[src/neuron_pkg.sv]
`default_nettype none

package neuron_pkg;

    // vote lanes per beat
    localparam int lanes = 16;

    // signed accumulator width
    localparam int acc_w = 30;

    // one cycle of lane votes, -16 to +16
    localparam int sum_w = 6;

    // beat buffer depth and its address width
    localparam int max_beats = 8;
    localparam int beat_aw = 3;

    // counter pipeline depth the sequencer waits out after the last beat
    localparam int drain_cycles = 3;
    localparam int drain_w = $clog2(drain_cycles + 1);

    // apb address width
    localparam int apb_aw = 8;

    // register offsets
    typedef enum logic [apb_aw-1:0] {
        // write only: bit 0 start, bit 1 clear
        ctrl     = 8'h00,
        nbeats   = 8'h04,
        buf_addr = 8'h08,
        // staged weight, committed by the act write
        weight   = 8'h0C,
        act      = 8'h10,
        mask     = 8'h14,
        // read only: bit 0 busy, bit 1 done, bit 2 sign
        status   = 8'h18,
        sum      = 8'h1C
    } reg_addr_e;

    // beat sequencer states
    typedef enum logic [1:0] {
        idle   = 2'd0,
        stream = 2'd1,
        drain  = 2'd2,
        done   = 2'd3
    } seq_state_e;

endpackage

`default_nettype wire
[src/neuron_top.sv]
`timescale 1ns/1ns
`default_nettype none

module neuron_top (
    input  wire                            clk,
    input  wire                            rst,
    input  wire                            psel,
    input  wire                            penable,
    input  wire                            pwrite,
    input  wire  [neuron_pkg::apb_aw-1:0]  paddr,
    input  wire  [31:0]                    pwdata,
    output logic [31:0]                    prdata,
    output logic                           pready,
    output logic                           pslverr
);

    // register block to sequencer
    logic                               start;
    logic [3:0]                         nbeats;
    logic [neuron_pkg::lanes-1:0]       lane_mask;
    logic                               buf_we;
    logic [neuron_pkg::beat_aw-1:0]     buf_waddr;
    logic [neuron_pkg::lanes-1:0]       buf_weight;
    logic [neuron_pkg::lanes-1:0]       buf_act;
    logic                               busy;
    logic                               done;

    // register block to counter
    logic                               clear;
    logic                               sign;
    logic signed [neuron_pkg::acc_w-1:0] acc;

    // sequencer to counter
    logic [neuron_pkg::lanes-1:0]       store;
    logic [neuron_pkg::lanes-1:0]       core_result;

    apb_regs u_regs (
        .clk        (clk),
        .rst        (rst),
        .psel       (psel),
        .penable    (penable),
        .pwrite     (pwrite),
        .paddr      (paddr),
        .pwdata     (pwdata),
        .busy       (busy),
        .done       (done),
        .sign       (sign),
        .acc        (acc),
        .prdata     (prdata),
        .pready     (pready),
        .pslverr    (pslverr),
        .start      (start),
        .clear      (clear),
        .nbeats     (nbeats),
        .lane_mask  (lane_mask),
        .buf_we     (buf_we),
        .buf_waddr  (buf_waddr),
        .buf_weight (buf_weight),
        .buf_act    (buf_act)
    );

    beat_sequencer u_seq (
        .clk         (clk),
        .rst         (rst),
        .start       (start),
        .nbeats      (nbeats),
        .lane_mask   (lane_mask),
        .buf_we      (buf_we),
        .buf_waddr   (buf_waddr),
        .buf_weight  (buf_weight),
        .buf_act     (buf_act),
        .busy        (busy),
        .done        (done),
        .store       (store),
        .core_result (core_result)
    );

    vote_counter u_cnt (
        .clk         (clk),
        .rst         (rst),
        .clear       (clear),
        .store       (store),
        .core_result (core_result),
        .sign        (sign),
        .acc         (acc)
    );

endmodule

`default_nettype wire

[src/apb_regs.sv]
`timescale 1ns/1ns
`default_nettype none

module apb_regs (
    input  wire                                 clk,
    input  wire                                 rst,
    input  wire                                 psel,
    input  wire                                 penable,
    input  wire                                 pwrite,
    input  wire  [neuron_pkg::apb_aw-1:0]       paddr,
    input  wire  [31:0]                         pwdata,
    input  wire                                 busy,
    input  wire                                 done,
    input  wire                                 sign,
    input  wire  signed [neuron_pkg::acc_w-1:0] acc,
    output logic [31:0]                         prdata,
    output logic                                pready,
    output logic                                pslverr,
    output logic                                start,
    output logic                                clear,
    output logic [3:0]                          nbeats,
    output logic [neuron_pkg::lanes-1:0]        lane_mask,
    output logic                                buf_we,
    output logic [neuron_pkg::beat_aw-1:0]      buf_waddr,
    output logic [neuron_pkg::lanes-1:0]        buf_weight,
    output logic [neuron_pkg::lanes-1:0]        buf_act
);

    neuron_pkg::reg_addr_e addr;

    // access phase decode
    logic access;
    logic wr;
    logic known;
    // writes that must not land while a run is going
    logic blocked;
    logic wr_ok;

    // done stays hidden after a clear until the next start
    logic done_hide;

    logic [neuron_pkg::beat_aw-1:0] buf_addr_q;

    assign addr   = neuron_pkg::reg_addr_e'(paddr);
    assign access = psel && penable;
    assign wr     = access && pwrite;

    always_comb begin
        known = 1'b1;
        case (addr)
            neuron_pkg::ctrl, neuron_pkg::nbeats, neuron_pkg::buf_addr,
            neuron_pkg::weight, neuron_pkg::act, neuron_pkg::mask,
            neuron_pkg::status, neuron_pkg::sum: known = 1'b1;
            default: known = 1'b0;
        endcase
    end

    assign blocked = busy && ((addr == neuron_pkg::ctrl && pwdata[1:0] != 2'b00) ||
                              addr == neuron_pkg::act || addr == neuron_pkg::nbeats);
    assign wr_ok   = wr && known && !blocked;

    // no wait states
    assign pready  = 1'b1;
    assign pslverr = access && (!known || (pwrite && blocked));

    // buffer commit in the act access cycle
    assign buf_we    = wr_ok && addr == neuron_pkg::act;
    assign buf_waddr = buf_addr_q;
    assign buf_act   = pwdata[neuron_pkg::lanes-1:0];

    // control registers
    always_ff @(posedge clk) begin
        if (rst) begin
            start      <= 1'b0;
            clear      <= 1'b0;
            nbeats     <= 4'd1;
            lane_mask  <= '1;
            buf_addr_q <= '0;
            done_hide  <= 1'b0;
        end else begin
            // ctrl bits become single-cycle pulses
            start <= wr_ok && addr == neuron_pkg::ctrl && pwdata[0];
            clear <= wr_ok && addr == neuron_pkg::ctrl && pwdata[1];
            if (clear) begin
                done_hide <= 1'b1;
            end else if (start) begin
                done_hide <= 1'b0;
            end
            if (wr_ok) begin
                case (addr)
                    neuron_pkg::nbeats: begin
                        // saturate into 1..8
                        if (pwdata == 32'd0) begin
                            nbeats <= 4'd1;
                        end else if (pwdata > 32'(neuron_pkg::max_beats)) begin
                            nbeats <= 4'(neuron_pkg::max_beats);
                        end else begin
                            nbeats <= pwdata[3:0];
                        end
                    end
                    neuron_pkg::buf_addr: buf_addr_q <= pwdata[neuron_pkg::beat_aw-1:0];
                    // wraps after the last entry
                    neuron_pkg::act:      buf_addr_q <= buf_addr_q + 1'b1;
                    neuron_pkg::mask:     lane_mask  <= pwdata[neuron_pkg::lanes-1:0];
                    default: ;
                endcase
            end
        end
    end

    // staged weight, payload only
    always_ff @(posedge clk) begin
        if (wr_ok && addr == neuron_pkg::weight) begin
            buf_weight <= pwdata[neuron_pkg::lanes-1:0];
        end
    end

    // read mux, ctrl and act read back as zero
    always_comb begin
        prdata = 32'd0;
        case (addr)
            neuron_pkg::nbeats:   prdata = {28'd0, nbeats};
            neuron_pkg::buf_addr: prdata = {{(32 - neuron_pkg::beat_aw){1'b0}}, buf_addr_q};
            neuron_pkg::weight:   prdata = {{(32 - neuron_pkg::lanes){1'b0}}, buf_weight};
            neuron_pkg::mask:     prdata = {{(32 - neuron_pkg::lanes){1'b0}}, lane_mask};
            neuron_pkg::status:   prdata = {29'd0, sign, done && !done_hide, busy};
            // accumulator sign-extended to the bus width
            neuron_pkg::sum:
                prdata = {{(32 - neuron_pkg::acc_w){acc[neuron_pkg::acc_w-1]}}, acc};
            default:              prdata = 32'd0;
        endcase
    end

endmodule

`default_nettype wire

[src/beat_sequencer.sv]
`timescale 1ns/1ns
`default_nettype none

module beat_sequencer (
    input  wire                               clk,
    input  wire                               rst,
    input  wire                               start,
    input  wire  [3:0]                        nbeats,
    input  wire  [neuron_pkg::lanes-1:0]      lane_mask,
    input  wire                               buf_we,
    input  wire  [neuron_pkg::beat_aw-1:0]    buf_waddr,
    input  wire  [neuron_pkg::lanes-1:0]      buf_weight,
    input  wire  [neuron_pkg::lanes-1:0]      buf_act,
    output logic                              busy,
    output logic                              done,
    output logic [neuron_pkg::lanes-1:0]      store,
    output logic [neuron_pkg::lanes-1:0]      core_result
);

    // beat buffer, weight and activation pairs
    logic [neuron_pkg::lanes-1:0] weight_mem [neuron_pkg::max_beats];
    logic [neuron_pkg::lanes-1:0] act_mem [neuron_pkg::max_beats];

    neuron_pkg::seq_state_e state;

    // beat counter, index of the next beat to issue (0..8)
    logic [3:0] rd_ptr;

    // mask held for the whole run
    logic [neuron_pkg::lanes-1:0] run_mask;

    logic [neuron_pkg::drain_w-1:0] drain_cnt;

    // buffer read side
    logic [neuron_pkg::beat_aw-1:0] rd_idx;
    logic [neuron_pkg::lanes-1:0]   rd_xnor;

    // start accepted, beat 0 goes out next cycle
    logic launch;
    // some beat goes out next cycle
    logic issue;

    // host writes, one pair per act commit
    always_ff @(posedge clk) begin
        if (buf_we) begin
            weight_mem[buf_waddr] <= buf_weight;
            act_mem[buf_waddr]    <= buf_act;
        end
    end

    assign launch = start &&
                    (state == neuron_pkg::idle || state == neuron_pkg::done);
    assign issue  = launch || (state == neuron_pkg::stream && rd_ptr != nbeats);

    // entry 0 on launch, otherwise follow the beat counter
    assign rd_idx  = launch ? '0 : rd_ptr[neuron_pkg::beat_aw-1:0];
    // xnor lanes: 1 where weight and activation bits agree
    assign rd_xnor = ~(weight_mem[rd_idx] ^ act_mem[rd_idx]);

    // run fsm
    always_ff @(posedge clk) begin
        if (rst) begin
            state     <= neuron_pkg::idle;
            rd_ptr    <= '0;
            drain_cnt <= '0;
        end else begin
            case (state)
                neuron_pkg::idle, neuron_pkg::done: begin
                    if (start) begin
                        state  <= neuron_pkg::stream;
                        rd_ptr <= 4'd1;
                    end
                end
                neuron_pkg::stream: begin
                    if (rd_ptr == nbeats) begin
                        // last beat already out
                        state     <= neuron_pkg::drain;
                        drain_cnt <= '0;
                    end else begin
                        rd_ptr <= rd_ptr + 4'd1;
                    end
                end
                neuron_pkg::drain: begin
                    // wait for the last votes to land in the accumulator
                    if (drain_cnt == neuron_pkg::drain_w'(neuron_pkg::drain_cycles - 1)) begin
                        state <= neuron_pkg::done;
                    end else begin
                        drain_cnt <= drain_cnt + 1'b1;
                    end
                end
                default: begin
                    state <= neuron_pkg::idle;
                end
            endcase
        end
    end

    // store is the mask on an issued beat, zero otherwise
    always_ff @(posedge clk) begin
        if (rst) begin
            store <= '0;
        end else if (issue) begin
            store <= launch ? lane_mask : run_mask;
        end else begin
            store <= '0;
        end
    end

    // payload side, only meaningful where store is set
    always_ff @(posedge clk) begin
        if (launch) begin
            run_mask <= lane_mask;
        end
        if (issue) begin
            core_result <= rd_xnor;
        end
    end

    assign busy = (state == neuron_pkg::stream) || (state == neuron_pkg::drain);
    assign done = (state == neuron_pkg::done);

endmodule

`default_nettype wire

[src/vote_counter.sv]
`timescale 1ns/1ns
`default_nettype none

module vote_counter (
    input  wire                                  clk,
    input  wire                                  rst,
    input  wire                                  clear,
    input  wire  [neuron_pkg::lanes-1:0]         store,
    input  wire  [neuron_pkg::lanes-1:0]         core_result,
    output logic                                 sign,
    output logic signed [neuron_pkg::acc_w-1:0]  acc
);

    // per lane votes, stage 1
    logic signed [1:0] vote [neuron_pkg::lanes];

    // combinational sum of all lane votes
    logic signed [neuron_pkg::sum_w-1:0] lane_sum;

    // registered sum, stage 2
    logic signed [neuron_pkg::sum_w-1:0] sum_q;

    // "any store" delayed to line up with sum_q
    logic store_d1;
    logic store_d2;

    // one selector per lane
    genvar k;
    generate
        for (k = 0; k < neuron_pkg::lanes; k = k + 1) begin : g_lane
            vote_selector u_sel (
                .clk             (clk),
                .store_bit       (store[k]),
                .core_result_bit (core_result[k]),
                .vote            (vote[k])
            );
        end
    endgenerate

    // any store bit marks a valid beat
    always_ff @(posedge clk) begin
        if (rst) begin
            store_d1 <= 1'b0;
            store_d2 <= 1'b0;
        end else begin
            store_d1 <= |store;
            store_d2 <= store_d1;
        end
    end

    // sign-extend each 2-bit vote and add them up
    always_comb begin
        lane_sum = '0;
        for (int i = 0; i < neuron_pkg::lanes; i++) begin
            lane_sum = lane_sum + {{(neuron_pkg::sum_w - 2){vote[i][1]}}, vote[i]};
        end
    end

    // vote adder register, new sum every cycle so back-to-back beats work
    always_ff @(posedge clk) begin
        sum_q <= lane_sum;
    end

    // accumulator, stage 3
    // only ever adds, a later run builds on the old total
    always_ff @(posedge clk) begin
        if (rst || clear) begin
            acc <= '0;
        end else if (store_d2) begin
            acc <= acc + {{(neuron_pkg::acc_w - neuron_pkg::sum_w){sum_q[neuron_pkg::sum_w-1]}},
                          sum_q};
        end
    end

    // neuron activation, read straight off the top bit
    assign sign = acc[neuron_pkg::acc_w-1];

endmodule

`default_nettype wire

[src/vote_selector.sv]
`timescale 1ns/1ns
`default_nettype none

module vote_selector (
    input  wire               clk,
    input  wire               store_bit,
    input  wire               core_result_bit,
    output logic signed [1:0] vote
);

    // one lane: 0 when not stored, else +1 / -1 by the xnor result
    // no reset, the counter only looks at it behind a delayed store
    always_ff @(posedge clk) begin
        if (store_bit) begin
            if (core_result_bit) begin
                // weight and activation agree
                vote <= 2'sd1;
            end else begin
                // disagree
                vote <= -2'sd1;
            end
        end else begin
            // lane masked off or no beat
            vote <= 2'sd0;
        end
    end

endmodule

`default_nettype wire

[config.mk]
export PLATFORM = sky130hd
export DESIGN_NAME = neuron_top
export DESIGN_NICKNAME = d
export VERILOG_FILES = /design/src/neuron_pkg.sv /design/src/neuron_top.sv /design/src/apb_regs.sv /design/src/beat_sequencer.sv /design/src/vote_counter.sv /design/src/vote_selector.sv
export SDC_FILE = /design/constraint.sdc
export NUM_CORES = 1
export LEC_CHECK = 0
export BUFFER_PORTS_ARGS = -buffer_cell sky130_fd_sc_hd__buf_2
export CAP_MARGIN = 20
export CORE_ASPECT_RATIO = 2
export CORE_UTILIZATION = 60
export DETAILED_ROUTE_END_ITERATION = 12
export GPL_TIMING_DRIVEN = 1
export PLACE_DENSITY = 0.78
export SKIP_LAST_GASP = 1
export SYNTH_ARGS = -nofsm -noshare
export SYNTH_HDL_FRONTEND = slang
export SYNTH_SLANG_ARGS = --single-unit
[constraint.sdc]
create_clock -name clk -period 5.6 [get_ports clk]
set_input_delay 0.56 -clock clk [delete_from_list [all_inputs] [get_ports clk]]
set_output_delay 0.56 -clock clk [all_outputs]
set_load 0.02 [all_outputs]
==> run_results.csv <==
group,metric,value,unit
sta,worst_pin_slew,1.089,ns
setup_path,crit_chain,"ha_1 > inv_1 > fa_1 > inv_1 > fa_1 > fa_1 > fa_1 > inv_1 > fa_1 > fa_1 > inv_1 > fa_1 > inv_1 > ha_1 > a21o_1 > a21oi_1 > xnor2_1",
die,row_count,91,
die,die_h,253.1,µm
route,drt-total-wl,48610,µm
setup_path,r2r_cells,17,
synthesis,synth.avg_cell_area,12.28,µm²
sta,setup_violations,0,
clocking,cts_tree,"done",
route,drtIter0Drc,1028,
synthesis,synth_warnings,0,
sta,rsz0062_at_grt,"no",
synthesis,syn_area,0.01892,mm²
setup_path,crit_end,"u_cnt.sum_q[5]",
synthesis,synth_edf_count,288,
synthesis,synth_seq_cells,424,
synthesis,yosys.cell_count.top_type,"edfxtp_1",
setup_path,arrival,5.47,ns
synthesis,synthDistinctLibCells,85,
route,antenna_left,0,
setup_path,cp-startpoint,"u_cnt.g_lane[1].u_sel.vote[0]",
power_and_ir_drop,power_leakage,7.979,nW
cells_and_area,final_nets,1736,
cells_and_area,drive_above_1_share,14.19,%
sta,max_clock_freq,199.8,MHz
sta,maxSlewViolCount,0,
global_routing,grt_pass1_wl,73760,µm
sta,relSlewSlack,27.25,%
global_routing,grt_pass1_vias,13190,
setup_path,crit_path_max_incr_delay,0.55,ns
global_routing,antenna_found_initial,1,
place,portBuffers,77,
route,post-route-drc-count,0,
clocking,clock_sinks,424,
cells_and_area,post-route-util,68.22,%
synthesis,yosysSeqAreaShare,60.11,%
power_and_ir_drop,peakVddDrop,0.3119,mV
synthesis,synthFlopType,"edfxtp_1",
die,fp.dieW,127.6,µm
sta,fin_crit_sh,89.38,%
route,vias,12760,
die,ios,79,
clocking,htree_levels,2,
sta,min_period,5.005,ns
run_status,status,"complete, no violations",
setup_path,crit_required,6.07,ns
clocking,path_clk_slew,0.07,ns
synthesis,yosysTopAreaCell,"edfxtp_1",
setup_path,critical_path_buf_inv_count,5,
clocking,cts_made_buffers,36,
setup_path,rrSetupSlack,0.59,ns
route,drtPass1Iterations,8,
clocking,cts_resized,0,
setup_path,cp_max_fo,2,
synthesis,ys_async_sr_fraction,0,%
setup_path,rr_startpoint,"u_cnt.g_lane[1].u_sel.vote[0]",
synthesis,synth_common_cells,"288 x edfxtp_1, 210 x nand2_1, 136 x dfxtp_1",
setup_path,critPathCaptureType,"register",
synthesis,synthCells,1540,
cells_and_area,n_fill_cell,2227,
setup_path,crit_cells,17,
route,wl_per_cell,23.68,µm
place,gp_congestion,0.9487,
global_routing,grt_remaining_overflow,0,
sta,fin_tns_setup,0,ns
power_and_ir_drop,power_density,334.6,mW/mm²
die,core_area,0.03097,mm²
global_routing,grt_usage,31.20,%
synthesis,synthTopCellsByArea,"edfxtp_1 46%, dfxtp_1 14%, nand2_1 4.2%, fa_1 3.7%, ha_1 3.1%",
place,dp_hpwl,32490,µm
power_and_ir_drop,fin_total_pwr,7.070,mW
clocking,hold_buffers,0,
synthesis,synth_top_area_share,45.72,%
sta,hold_violations,0,
setup_path,r2r-end,"u_cnt.sum_q[5]",
cells_and_area,insertedDiodeCount,0,
clocking,cts_max_path_buffers,3,
route,via_per_inst,6.214,
setup_path,worst_path_dominant_cell_family,"adder cells",
setup_path,slowest_stage,"fa_1",
sta,clock-skew-final,0.01650,ns
clocking,cts_setup_buffers,0,
run,cap_violations,0,
setup_path,crit_type,"register to register",
die,dieArea,0.03229,mm²
global_routing,grt_max_degree,50,
setup_path,start_kind,"register",
worst_hold_path,min_path_type,"input pin to register",
cells_and_area,area_growth,11.69,%
setup_path,cpMostUsedCell,"fa_1",
clocking,cts_root_buffer,"clkbuf_16",
clocking,clock_latency,0.54,ns
die,start_util,61.08,%
synthesis,synth_nets,1667,
-- cell usage in the layout, fill, tap and decap left out, types with 20 or more instances in the layout --
cell type,netlist,routed
a21oi_1,55,55
and2_1,21,20
and3_1,22,22
buf_2,11,77
buf_4,6,22
clkbuf_16,0,39
dfxtp_1,136,135
edfxtp_1,288,288
fa_1,35,35
ha_1,47,47
inv_1,81,81
nand2_1,210,208
nor2_1,65,58
nor2b_1,54,54
nor3_1,27,24
o21ai_0,53,53
xnor2_1,35,35
xor2_1,31,31
-- flip-flops by register name, summed over array words and instances, names as in the netlist --
register and count:
u_cnt.sum_q 6, u_regs.buf_weight 16, u_regs.done_hide 1, u_seq.act_mem 128, u_regs.start 1, u_regs.clear 1
u_regs.lane_mask 16, u_seq.store 16, u_regs.nbeats 4, u_cnt.store_d1 1, u_seq.core_result 16, u_cnt.acc 30
u_cnt.g_lane.u_sel.vote 32, u_seq.weight_mem 128, u_seq.drain_cnt 2, u_seq.rd_ptr 4, u_regs.buf_waddr 3, u_cnt.store_d2 1
u_seq.run_mask 16, u_seq.state 2
-- cells by family after synthesis --
kind of cell / share of synthesized area, %
adders and majority gates: 6.813
AOI/OAI and AO/OA: 10.50
other: 0.01982
muxes: 3.902
and+or+nand+nor: 12.07
xor gates and xnor gates: 3.056
buffers and inverters: 3.532
DFF: 60.11
-- worst min-delay path by stage --
| stage | to | slack (ns) | cells after the start | from |
|---|---|---|---|---|
| finish | u_seq.act_mem[6][9] | 0.37 | 1 | pwdata[9] |
| global route | u_seq.act_mem[6][9] | 0.37 | 1 | pwdata[9] |
| floorplan | u_cnt.g_lane[10].u_sel.vote[0] | 0.34 | 0 | u_seq.store[10] |
| global placement | u_cnt.g_lane[4].u_sel.vote[0] | 0.36 | 0 | u_seq.store[4] |
| detailed placement | u_cnt.g_lane[4].u_sel.vote[0] | 0.36 | 0 | u_seq.store[4] |
| CTS | u_seq.act_mem[2][9] | 0.35 | 1 | pwdata[9] |
-- area by class of cell --
type	count	area [µm²]	area share, %
sequential	424	11370	53.82
multi-input combinational	960	6953	32.91
clock buffer	52	1076	5.093
timing repair buffer	106	713.2	3.375
tap	418	523.0	2.475
inverter	81	304.0	1.439
clock inverter	12	187.7	0.8883
-- per-layer routing --
layer	global-route usage [%]	wire, µm	vias up	part of all wire [%]
met2	56.03	25650	562	53
met3	4.838	2840	157	5.8
met4	24.29	3887	2	8.0
met1	32.02	16220	6319	33
met5	0	13	-	0.027
li1	-	-	5717	-
-- metrics by stage --
step           instance area [µm²]  setup slack (ns)  hold WS (ns)  cells
6_report                     21130            0.5945        0.3664   2053
3_3_place_gp                 19720            0.7069        0.3578   1982
2_1_floorplan                18920            0.8075        0.3442   1540
4_1_cts                      21050            0.5779        0.3493   2049
3_5_place_dp                 19790            0.5810        0.3591   1985
5_1_grt                      21130            0.3614        0.3703   2053
-- where the power goes --
part	internal, mW	leakage, nW	total (mW)	switching [mW]
Sequential	3.40	3.69	3.45	0.0525
Combinational	0.344	3.67	0.956	0.611
Clock	1.55	0.620	2.66	1.11
No activity file was read; power rests on OpenSTA's default activity.
